### src/source/fpgame_consts.svh
`ifndef FPGAME_CONSTS_SVH
`define FPGAME_CONSTS_SVH

// ==============================
// Display timing
// ==============================
`define FPGAME_H_ACTIVE    16   // Visible pixels per line
`define FPGAME_H_TOTAL     24   // Cycles per line, sync included
`define FPGAME_V_ACTIVE    8    // Visible lines per frame
`define FPGAME_V_TOTAL     12   // Lines per frame, vblank included

// ==============================
// Video memory sizes
// ==============================
// Tiles are 2x2 pixels, so the map is 32 pixels wide
`define FPGAME_MAP_COLS    16
`define FPGAME_MAP_ROWS    4
`define FPGAME_PAL_SIZE    16

// Host write queue, also the number of host credits
`define FPGAME_QUEUE_DEPTH 8

`endif

### src/source/video_pkg.sv
`default_nettype none

package video_pkg;

    // Display side widths
    typedef logic [23:0] color_t;   // R in [23:16], G in [15:8], B in [7:0]
    typedef logic [3:0]  pal_idx_t; // One of 16 palette entries
    typedef logic [4:0]  hcount_t;  // Cycle within a line
    typedef logic [3:0]  vcount_t;  // Line within a frame
    typedef logic [4:0]  scroll_t;  // Pixel offset, wraps with the map width

    // Frame phases
    typedef enum logic [1:0] {
        ACTIVE,
        VBLANK_COMMIT,  // Queued host writes drain here
        VBLANK_PREP     // Row 0 gets rendered
    } frame_state_t;

endpackage : video_pkg

`default_nettype wire

### src/source/vram_pkg.sv
`default_nettype none

package vram_pkg;

    // Host address map:
    //   0x00-0x3F  tile map, row-major, 16 entries per row
    //   0x40-0x4F  palette
    //   0x80       background scroll
    typedef logic [7:0]  wr_addr_t;
    typedef logic [23:0] wr_data_t;

    typedef enum logic [1:0] {
        TGT_MAP,
        TGT_PAL,
        TGT_SCROLL,
        TGT_NONE    // Unmapped address, dropped on commit
    } wr_target_t;

endpackage : vram_pkg

`default_nettype wire

### src/source/vram_wr_if.sv
`timescale 1ns/100ps
`default_nettype none

// Committed video memory writes, one per cycle with valid high
interface vram_wr_if;

    logic                 valid;
    vram_pkg::wr_target_t target;
    vram_pkg::wr_addr_t   addr;
    vram_pkg::wr_data_t   data;

    // Write queue side
    modport drain (
        output valid,
        output target,
        output addr,
        output data
    );

    // Tile map and scroll holder
    modport map_sink (
        input valid,
        input target,
        input addr,
        input data
    );

    // Palette holder
    modport pal_sink (
        input valid,
        input target,
        input addr,
        input data
    );

endinterface : vram_wr_if

`default_nettype wire

### src/source/frame_ctrl.sv
`timescale 1ns/100ps
`default_nettype none
`include "fpgame_consts.svh"

module frame_ctrl (
    input  logic               clk,
    input  logic               rst_n,
    output logic               commit_en,
    output logic               render_start,
    output video_pkg::vcount_t render_row,
    output logic               row_swap,
    output logic               line_active,
    output logic               hsync,
    output logic               vblank,
    output video_pkg::hcount_t hcount
);

    localparam video_pkg::hcount_t H_ACTIVE = video_pkg::hcount_t'(`FPGAME_H_ACTIVE);
    localparam video_pkg::hcount_t H_LAST   = video_pkg::hcount_t'(`FPGAME_H_TOTAL - 1);
    localparam video_pkg::vcount_t V_ACTIVE = video_pkg::vcount_t'(`FPGAME_V_ACTIVE);
    localparam video_pkg::vcount_t V_LAST   = video_pkg::vcount_t'(`FPGAME_V_TOTAL - 1);

    video_pkg::hcount_t      hcnt;
    video_pkg::vcount_t      vcnt;
    video_pkg::frame_state_t state;
    logic                    line_end;
    logic                    render_line;   // Next line is a visible row

    assign line_end = (hcnt == H_LAST);

    // ==============================
    // Timing counters
    // ==============================
    always_ff @(posedge clk) begin
        if (!rst_n) begin
            hcnt <= '0;
            vcnt <= V_LAST;     // Line before row 0, so row 0 is ready for frame 0
        end else if (line_end) begin
            hcnt <= '0;
            vcnt <= (vcnt == V_LAST) ? '0 : vcnt + 1'b1;
        end else begin
            hcnt <= hcnt + 1'b1;
        end
    end

    // ==============================
    // Frame FSM
    // ==============================
    always_ff @(posedge clk) begin
        if (!rst_n) begin
            state <= video_pkg::VBLANK_PREP;
        end else if (line_end) begin
            case (state)
                video_pkg::ACTIVE: begin
                    if (vcnt == V_ACTIVE - 1'b1) begin
                        state <= video_pkg::VBLANK_COMMIT;
                    end
                end
                video_pkg::VBLANK_COMMIT: begin
                    // Last line of the frame is kept for rendering row 0
                    if (vcnt == V_LAST - 1'b1) begin
                        state <= video_pkg::VBLANK_PREP;
                    end
                end
                video_pkg::VBLANK_PREP: begin
                    state <= video_pkg::ACTIVE;
                end
                default: begin
                    state <= video_pkg::VBLANK_PREP;
                end
            endcase
        end
    end

    // Render one line ahead: rows 0..7 are built during lines 11, 0..6
    assign render_line  = (state == video_pkg::VBLANK_PREP) ||
                          ((state == video_pkg::ACTIVE) && (vcnt < V_ACTIVE - 1'b1));
    assign render_row   = (vcnt == V_LAST) ? '0 : vcnt + 1'b1;
    assign render_start = render_line && (hcnt == '0);
    assign row_swap     = render_line && line_end;  // Back buffer goes live next line

    assign commit_en   = (state == video_pkg::VBLANK_COMMIT);
    assign vblank      = (state != video_pkg::ACTIVE);
    assign line_active = (state == video_pkg::ACTIVE) && (hcnt < H_ACTIVE);
    assign hsync       = (hcnt >= H_ACTIVE);
    assign hcount      = hcnt;

    // Commit window has to stay clear of every visible line
    a_commit_in_vblank: assert property (@(posedge clk) disable iff (!rst_n)
        commit_en |-> (vcnt >= V_ACTIVE));

endmodule : frame_ctrl

`default_nettype wire

### src/source/vram_write_queue.sv
`timescale 1ns/100ps
`default_nettype none
`include "fpgame_consts.svh"

module vram_write_queue (
    input  logic               clk,
    input  logic               rst_n,
    input  logic               host_wr_valid,
    input  vram_pkg::wr_addr_t host_wr_addr,
    input  vram_pkg::wr_data_t host_wr_data,
    input  logic               commit_en,
    output logic               host_credit,
    vram_wr_if.drain           wr
);

    localparam int DEPTH = `FPGAME_QUEUE_DEPTH;
    localparam int PTR_W = $clog2(DEPTH);

    vram_pkg::wr_target_t q_target [DEPTH];
    vram_pkg::wr_addr_t   q_addr   [DEPTH];
    vram_pkg::wr_data_t   q_data   [DEPTH];
    logic [PTR_W-1:0]     wr_ptr;
    logic [PTR_W-1:0]     rd_ptr;
    logic [PTR_W:0]       count;
    logic                 push;
    logic                 pop;

    // Address map decode, done once as the write enters
    function automatic vram_pkg::wr_target_t decode_target(input vram_pkg::wr_addr_t addr);
        vram_pkg::wr_target_t tgt;
        if (addr[7:6] == 2'b00) begin
            tgt = vram_pkg::TGT_MAP;
        end else if (addr[7:4] == 4'h4) begin
            tgt = vram_pkg::TGT_PAL;
        end else if (addr == 8'h80) begin
            tgt = vram_pkg::TGT_SCROLL;
        end else begin
            tgt = vram_pkg::TGT_NONE;
        end
        return tgt;
    endfunction

    assign push = host_wr_valid;
    assign pop  = commit_en && (count != '0);

    always_ff @(posedge clk) begin
        if (push) begin
            q_target[wr_ptr] <= decode_target(host_wr_addr);
            q_addr[wr_ptr]   <= host_wr_addr;
            q_data[wr_ptr]   <= host_wr_data;
        end
    end

    // ==============================
    // Pointers and credit return
    // ==============================
    always_ff @(posedge clk) begin
        if (!rst_n) begin
            wr_ptr      <= '0;
            rd_ptr      <= '0;
            count       <= '0;
            host_credit <= 1'b0;
            wr.valid    <= 1'b0;
        end else begin
            if (push) begin
                wr_ptr <= wr_ptr + 1'b1;
            end
            if (pop) begin
                rd_ptr <= rd_ptr + 1'b1;
            end
            case ({push, pop})
                2'b10:   count <= count + 1'b1;
                2'b01:   count <= count - 1'b1;
                default: count <= count;
            endcase
            host_credit <= pop;     // One credit back per drained entry
            wr.valid    <= pop;
        end
    end

    always_ff @(posedge clk) begin
        if (pop) begin
            wr.target <= q_target[rd_ptr];
            wr.addr   <= q_addr[rd_ptr];
            wr.data   <= q_data[rd_ptr];
        end
    end

    // A host out of credits would overrun the queue
    a_no_push_full: assert property (@(posedge clk) disable iff (!rst_n)
        host_wr_valid |-> (count < (PTR_W + 1)'(DEPTH)));

endmodule : vram_write_queue

`default_nettype wire

### src/source/row_renderer.sv
`timescale 1ns/100ps
`default_nettype none
`include "fpgame_consts.svh"

module row_renderer (
    input  logic                clk,
    input  logic                rst_n,
    input  logic                render_start,
    input  video_pkg::vcount_t  render_row,
    input  logic                row_swap,
    input  video_pkg::hcount_t  rowbuf_rdaddr,
    output video_pkg::pal_idx_t rowbuf_rddata,
    vram_wr_if.map_sink         wr
);

    localparam int MAP_ENTRIES = `FPGAME_MAP_COLS * `FPGAME_MAP_ROWS;
    localparam int MAP_AW      = $clog2(MAP_ENTRIES);
    localparam int COL_W       = $clog2(`FPGAME_MAP_COLS);
    localparam int PX_W        = $clog2(`FPGAME_H_ACTIVE);
    localparam logic [PX_W-1:0] PX_LAST = PX_W'(`FPGAME_H_ACTIVE - 1);

    video_pkg::pal_idx_t tile_map [MAP_ENTRIES];
    video_pkg::scroll_t  scroll;
    video_pkg::pal_idx_t rowbuf [2][`FPGAME_H_ACTIVE];
    logic                front_sel;     // Buffer being scanned out
    logic                busy;
    logic [PX_W-1:0]     px;
    video_pkg::vcount_t  row_q;
    video_pkg::scroll_t  src_x;         // Map pixel column after scroll
    logic [MAP_AW-1:0]   map_addr;

    // ==============================
    // Tile map and scroll
    // ==============================
    always_ff @(posedge clk) begin
        if (!rst_n) begin
            for (int i = 0; i < MAP_ENTRIES; i++) begin
                tile_map[i] <= '0;
            end
            scroll <= '0;
        end else if (wr.valid) begin
            if (wr.target == vram_pkg::TGT_MAP) begin
                tile_map[wr.addr[MAP_AW-1:0]] <= wr.data[3:0];
            end
            if (wr.target == vram_pkg::TGT_SCROLL) begin
                scroll <= wr.data[4:0];
            end
        end
    end

    // ==============================
    // Render engine
    // ==============================
    // 5-bit add wraps at the 32 pixel map width
    assign src_x    = video_pkg::scroll_t'(px) + scroll;
    assign map_addr = {row_q[MAP_AW-COL_W:1], src_x[COL_W:1]};  // Tiles are 2x2

    always_ff @(posedge clk) begin
        if (!rst_n) begin
            busy      <= 1'b0;
            px        <= '0;
            front_sel <= 1'b0;
        end else begin
            if (render_start) begin
                busy <= 1'b1;
                px   <= '0;
            end else if (busy) begin
                px <= px + 1'b1;
                if (px == PX_LAST) begin
                    busy <= 1'b0;
                end
            end
            if (row_swap) begin
                front_sel <= ~front_sel;
            end
        end
    end

    always_ff @(posedge clk) begin
        if (render_start) begin
            row_q <= render_row;
        end
        if (busy) begin
            rowbuf[~front_sel][px] <= tile_map[map_addr];  // Fill the back buffer
        end
    end

    assign rowbuf_rddata = rowbuf[front_sel][rowbuf_rdaddr[PX_W-1:0]];

    a_start_idle: assert property (@(posedge clk) disable iff (!rst_n)
        render_start |-> !busy);

    // The row must be complete before it goes to the front
    a_done_before_swap: assert property (@(posedge clk) disable iff (!rst_n)
        row_swap |-> !busy);

endmodule : row_renderer

`default_nettype wire

### src/source/pixel_scanout.sv
`timescale 1ns/100ps
`default_nettype none
`include "fpgame_consts.svh"

module pixel_scanout (
    input  logic                clk,
    input  logic                rst_n,
    input  video_pkg::hcount_t  hcount,
    input  logic                line_active,
    input  logic                hsync,
    input  logic                vblank,
    output video_pkg::hcount_t  rowbuf_rdaddr,
    input  video_pkg::pal_idx_t rowbuf_rddata,
    output logic                vga_de,
    output logic                vga_hs,
    output logic                vga_vs,
    output video_pkg::color_t   vga_rgb,
    vram_wr_if.pal_sink         wr
);

    localparam int PAL_AW = $clog2(`FPGAME_PAL_SIZE);

    video_pkg::color_t palette [`FPGAME_PAL_SIZE];
    video_pkg::color_t pix_color;

    // ==============================
    // Palette
    // ==============================
    always_ff @(posedge clk) begin
        if (!rst_n) begin
            for (int i = 0; i < `FPGAME_PAL_SIZE; i++) begin
                palette[i] <= '0;
            end
        end else if (wr.valid && (wr.target == vram_pkg::TGT_PAL)) begin
            palette[wr.addr[PAL_AW-1:0]] <= wr.data;
        end
    end

    // Front row buffer read is combinational
    assign rowbuf_rdaddr = hcount;
    assign pix_color     = palette[rowbuf_rddata];

    // Outputs lag the counters by one cycle
    always_ff @(posedge clk) begin
        if (!rst_n) begin
            vga_de  <= 1'b0;
            vga_hs  <= 1'b0;
            vga_vs  <= 1'b0;
            vga_rgb <= '0;
        end else begin
            vga_de  <= line_active;
            vga_hs  <= hsync;
            vga_vs  <= vblank;
            vga_rgb <= line_active ? pix_color : '0;   // Black outside DE
        end
    end

    // Palette changes only land while the screen is blanked
    a_pal_in_vblank: assert property (@(posedge clk) disable iff (!rst_n)
        (wr.valid && (wr.target == vram_pkg::TGT_PAL)) |-> vblank);

endmodule : pixel_scanout

`default_nettype wire

### src/source/fpgame.sv
`timescale 1ns/100ps
`default_nettype none

module fpgame (
    input  logic               clk,
    input  logic               rst_n,
    input  logic               host_wr_valid,
    input  vram_pkg::wr_addr_t host_wr_addr,
    input  vram_pkg::wr_data_t host_wr_data,
    output logic               host_credit,
    output logic               vga_de,
    output logic               vga_hs,
    output logic               vga_vs,
    output video_pkg::color_t  vga_rgb
);

    // ==============================
    // Interconnect
    // ==============================
    logic                commit_en;
    logic                render_start;
    video_pkg::vcount_t  render_row;
    logic                row_swap;
    logic                line_active;
    logic                hsync;
    logic                vblank;
    video_pkg::hcount_t  hcount;
    video_pkg::hcount_t  rowbuf_rdaddr;
    video_pkg::pal_idx_t rowbuf_rddata;

    vram_wr_if wr_bus ();   // Committed writes to map, scroll and palette

    // ==============================
    // Submodules
    // ==============================
    frame_ctrl u_frame_ctrl (
        .clk,
        .rst_n,
        .commit_en,
        .render_start,
        .render_row,
        .row_swap,
        .line_active,
        .hsync,
        .vblank,
        .hcount
    );

    vram_write_queue u_wr_queue (
        .clk,
        .rst_n,
        .host_wr_valid,
        .host_wr_addr,
        .host_wr_data,
        .commit_en,
        .host_credit,
        .wr(wr_bus.drain)
    );

    row_renderer u_renderer (
        .clk,
        .rst_n,
        .render_start,
        .render_row,
        .row_swap,
        .rowbuf_rdaddr,
        .rowbuf_rddata,
        .wr(wr_bus.map_sink)
    );

    pixel_scanout u_scanout (
        .clk,
        .rst_n,
        .hcount,
        .line_active,
        .hsync,
        .vblank,
        .rowbuf_rdaddr,
        .rowbuf_rddata,
        .vga_de,
        .vga_hs,
        .vga_vs,
        .vga_rgb,
        .wr(wr_bus.pal_sink)
    );

endmodule : fpgame

`default_nettype wire

### config.mk
export PLATFORM = sky130hd
export DESIGN_NAME = fpgame
export DESIGN_NICKNAME = d
export VERILOG_FILES = /design/src/source/video_pkg.sv /design/src/source/vram_pkg.sv /design/src/source/vram_wr_if.sv /design/src/source/frame_ctrl.sv /design/src/source/vram_write_queue.sv /design/src/source/row_renderer.sv /design/src/source/pixel_scanout.sv /design/src/source/fpgame.sv
export VERILOG_INCLUDE_DIRS = /design/src /design/src/source
export SDC_FILE = /design/constraint.sdc
export NUM_CORES = 2
export LEC_CHECK = 0
export ABC_AREA = 0
export BUFFER_PORTS_ARGS = -buffer_cell sky130_fd_sc_hd__buf_2
export CAP_MARGIN = 5
export CORE_UTILIZATION = 61
export CTS_CLUSTER_SIZE = 10
export DETAILED_ROUTE_END_ITERATION = 16
export PLACE_DENSITY = 0.88
export SYNTH_ARGS = -nofsm -noshare
export SYNTH_HDL_FRONTEND = slang
export SYNTH_SLANG_ARGS = --single-unit
export TNS_END_PERCENT = 5
### constraint.sdc
create_clock -name clk -period 7.37 [get_ports clk]
set_input_delay 0 -clock clk [delete_from_list [all_inputs] [get_ports clk]]
set_output_delay 0 -clock clk [all_outputs]
set_load 0.005 [all_outputs]
==> flow_summary.json <==
{
  "hold_path_class": "input port to flip-flop",
  "final_antenna_net_count": 0,
  "grt_use_met2": 0.499,
  "grt-busiest-layer": "met2",
  "intPower_mw": 10.7,
  "p_comb_frac": 0.045,
  "min_to": "u_wr_queue.q_data[6][17]$_DFFE_PP_",
  "ys_dominant_reg_cell": "edfxtp_1",
  "vdd.ir_drop.worst_uv": 260,
  "grt_max_degree": 117,
  "wl_per_cell_um": 27.0,
  "reg2reg_slack_ns": 2.22,
  "power.total_mw": 13.7,
  "status": "finished, final reports clean",
  "portBuffers": 62,
  "holdPathStages": 2,
  "leakage_nw": 20.3,
  "finalCritPeriodShare": 0.699,
  "drt_wl_total_um": 123000,
  "synth.most_common_cell": "edfxtp_1",
  "arrival_ns": 5.48,
  "io_pins": 63,
  "slew_headroom": 0.116,
  "synth_common_cells": "edfxtp_1, and2_1, nand2_1, and3_1, mux2i_1",
  "coreArea_um2": 79000,
  "clkPwrFrac": 0.428,
  "syn_to_final_growth_pct": 11.1,
  "slew_viol_final": 0,
  "fmax_ghz": 0.194,
  "multiInputGateArea_um2": 14700,
  "cts_tree": "built",
  "drcViolationCount": 0,
  "grt_util_met1": 0.393,
  "min_from": "host_wr_data[17]",
  "synth_fp_nets": 3455,
  "syn_area_um2": 48800,
  "start_util": 0.617,
  "hold_buffers": 35,
  "setup.worst_path.class": "flip-flop to flip-flop",
  "grt-ovfl-total": 0,
  "met3_usage": 0.0593,
  "r2r-end": "u_renderer.rowbuf[1][17]$_DFFE_PP_",
  "vias": 30300,
  "worstPathMaxFanout": 83,
  "tns_ns": 0,
  "nets": 3473,
  "final_cells": 4549,
  "cts_buffer_depth": 3,
  "synth_cells": 3403,
  "worstMarginPinSlew_ns": 1.33,
  "vias_per_cell": 6.67,
  "drive_gt1_frac": 0.141,
  "grt_pass1_vias": 30400,
  "swShare": 0.218,
  "dp_hpwl_um": 69400,
  "drt_iter0_markers": 4562,
  "layout_min_cycle_time_ns": 5.15,
  "cts-buffers-inserted": 130,
  "skew_ns": 0.0408,
  "htree_levels": 4,
  "die_h_um": 285,
  "clock_sinks": 1119,
  "clkTransAtPathRegs_ns": 0.05,
  "cp-start-kind": "flip-flop",
  "end_kind": "flip-flop",
  "p_per_area_nw_per_um2": 253,
  "antenna_found_initial": 5,
  "maxCapViolations": 0,
  "firstDrtPassIters": 6,
  "post_cts_buffers": 0,
  "worst-r2r-cell-count": 10,
  "syn_avg_cell_area_um2": 14.3,
  "ys_ff_latch": 1119,
  "synthTopCellsByArea": "edfxtp_1, mux2i_1, and2_1, mux4_2, and3_1",
  "fillers": 4778,
  "p_sw_mw": 2.98,
  "synth.largest_area_cell": "edfxtp_1",
  "setup_viol": 0,
  "num_rows": 103,
  "async_flop_share": 0,
  "cts-resized-gates": 0,
  "required_ns": 7.70,
  "place.gp.congestion": 0.938,
  "grt_pass1_wl_um": 184000,
  "synth_enable_flop_cells": 1058,
  "regArea_um2": 33000,
  "ys_types": 79,
  "rsz0062_at_grt": "false",
  "cts-root-buf": "clkbuf_16",
  "r2r_start": "u_renderer.px[2]$_SDFFE_PP0P_",
  "ys_seq_area_frac": 0.677,
  "fin_util": 0.686,
  "dpl.cell_count": 4304,
  "die_area_um2": 81100,
  "netlist.area_leader.share": 0.652,
  "grtUsageTotal": 0.302,
  "fin_area_um2": 54200,
  "clock_latency_ns": 0.74,
  "yosysWarnings": 0,
  "hold_viol_final": 0,
  "die_w_um": 285,
  "seqPwrFrac": 0.527,
  "placed_cell_area_um2": 50000
}
## per-stage QoR
step / hold WS [ns] / setup WS, ns
final: 0.0909 / 2.22
after global routing: 0.0829 / 2.10
after CTS: 0.0479 / 2.30
after detailed placement: 0.277 / 2.45
after global placement: 0.260 / 2.60
after floorplan: 0.0989 / 2.42
## per-layer routing
| metal | vias to the layer above | share of wire |
|---|---|---|
| met1 | 14900 | 0.35 |
| met4 | 2 | 0.042 |
| li1 | 12800 | - |
| met5 | - | 0.00011 |
| met3 | 432 | 0.11 |
| met2 | 2221 | 0.49 |
## worst max-delay path, cell delays in order, from the launching register on
cell	delay, ns
dfxtp_1	0.42
ha_1	0.56
a21oi_2	0.09
buf_4	0.27
xnor2_2	0.79
buf_12	0.43
mux2i_1	0.19
o22ai_1	0.25
nor4_1	0.12
nor4_1	0.42
o31a_1	1.09
## cells in the final DEF, fill, tap and decap left out, types with 20 or more instances in the layout
cell,n
clkbuf_16,134
o21ai_0,21
and3_1,261
edfxtp_1,1058
dlygate4sd3_1,35
nor4_1,23
mux4_2,95
o22ai_1,120
nand2_1,282
mux2i_1,254
or4_1,26
mux2_2,45
and2_1,394
nand2b_1,20
buf_4,78
dfxtp_1,57
nor2_1,91
a21oi_1,50
nand3_1,44
buf_2,61
clkbuf_1,62
## power by group through the flow
| stage | clock network (mW) | registers (mW) | logic [mW] |
|---|---|---|---|
| 2_1_floorplan | 0 | 7.31 | 0.399 |
| 3_3_place_gp | 0 | 7.33 | 0.561 |
| 3_5_place_dp | 0 | 7.35 | 0.582 |
| 4_1_cts | 5.89 | 7.22 | 0.606 |
| 5_1_grt | 6.14 | 7.23 | 0.643 |
| 6_report | 5.87 | 7.22 | 0.615 |
## how the worst max path moves through the flow
| stage | depth (start not counted) | end | slack [ns] | from |
|---|---|---|---|---|
| finish | 10 | u_renderer.rowbuf[1][17]$_DFFE_PP_ | 2.22 | u_renderer.px[2]$_SDFFE_PP0P_ |
| global route | 10 | u_renderer.rowbuf[1][21]$_DFFE_PP_ | 2.10 | u_renderer.px[2]$_SDFFE_PP0P_ |
| CTS | 10 | u_renderer.rowbuf[0][21]$_DFFE_PP_ | 2.30 | u_renderer.px[2]$_SDFFE_PP0P_ |
| detailed placement | 10 | u_renderer.rowbuf[1][17]$_DFFE_PP_ | 2.45 | u_renderer.px[2]$_SDFFE_PP0P_ |
| global placement | 10 | u_renderer.rowbuf[0][21]$_DFFE_PP_ | 2.60 | u_renderer.px[2]$_SDFFE_PP0P_ |
| floorplan | 9 | u_wr_queue.count[2]$_SDFFE_PN0P_ | 2.42 | u_frame_ctrl.state[0]$_SDFFE_PN0P_ |
## kinds of logic (layout without fill, tap and decap cells)
kind of cell	Yosys count	count (layout)	synth area share
flip-flops	1119	1119	0.677
buffers and inverters	305	400	0.0268
adder cells (fa/ha/maj)	17	17	0.00452
AND/OR/NAND/NOR	1249	1249	0.141
multiplexers	396	396	0.108
other	0	1	0
XOR/XNOR	19	19	0.00341
AO/OA/AOI/OAI	298	298	0.0399
## sequential cells by signal, indices dropped and copies added (netlist names), 5 cells and up, named ones only
| register | cells |
|---|---|
| u_frame_ctrl.hcount | 5 |
| u_renderer.rowbuf | 128 |
| u_renderer.scroll | 5 |
| u_renderer.tile_map | 256 |
| u_scanout.palette | 384 |
| u_scanout.vga_rgb | 24 |
| u_wr_queue.q_addr | 48 |
| u_wr_queue.q_data | 192 |
| u_wr_queue.q_target | 16 |
| u_wr_queue.wr.addr | 6 |
| u_wr_queue.wr.data | 24 |
## final cells by class
class	count	share of cell area
flip-flops and latches	1119	0.609
multi-input cells	1979	0.271
clock buffers	196	0.0662
well taps	1050	0.0242
repair buffers	176	0.0236
clock inverters	13	0.00448
inverters	15	0.00104
diodes	1	0.0000462
Power figures use the tool's default switching activity.
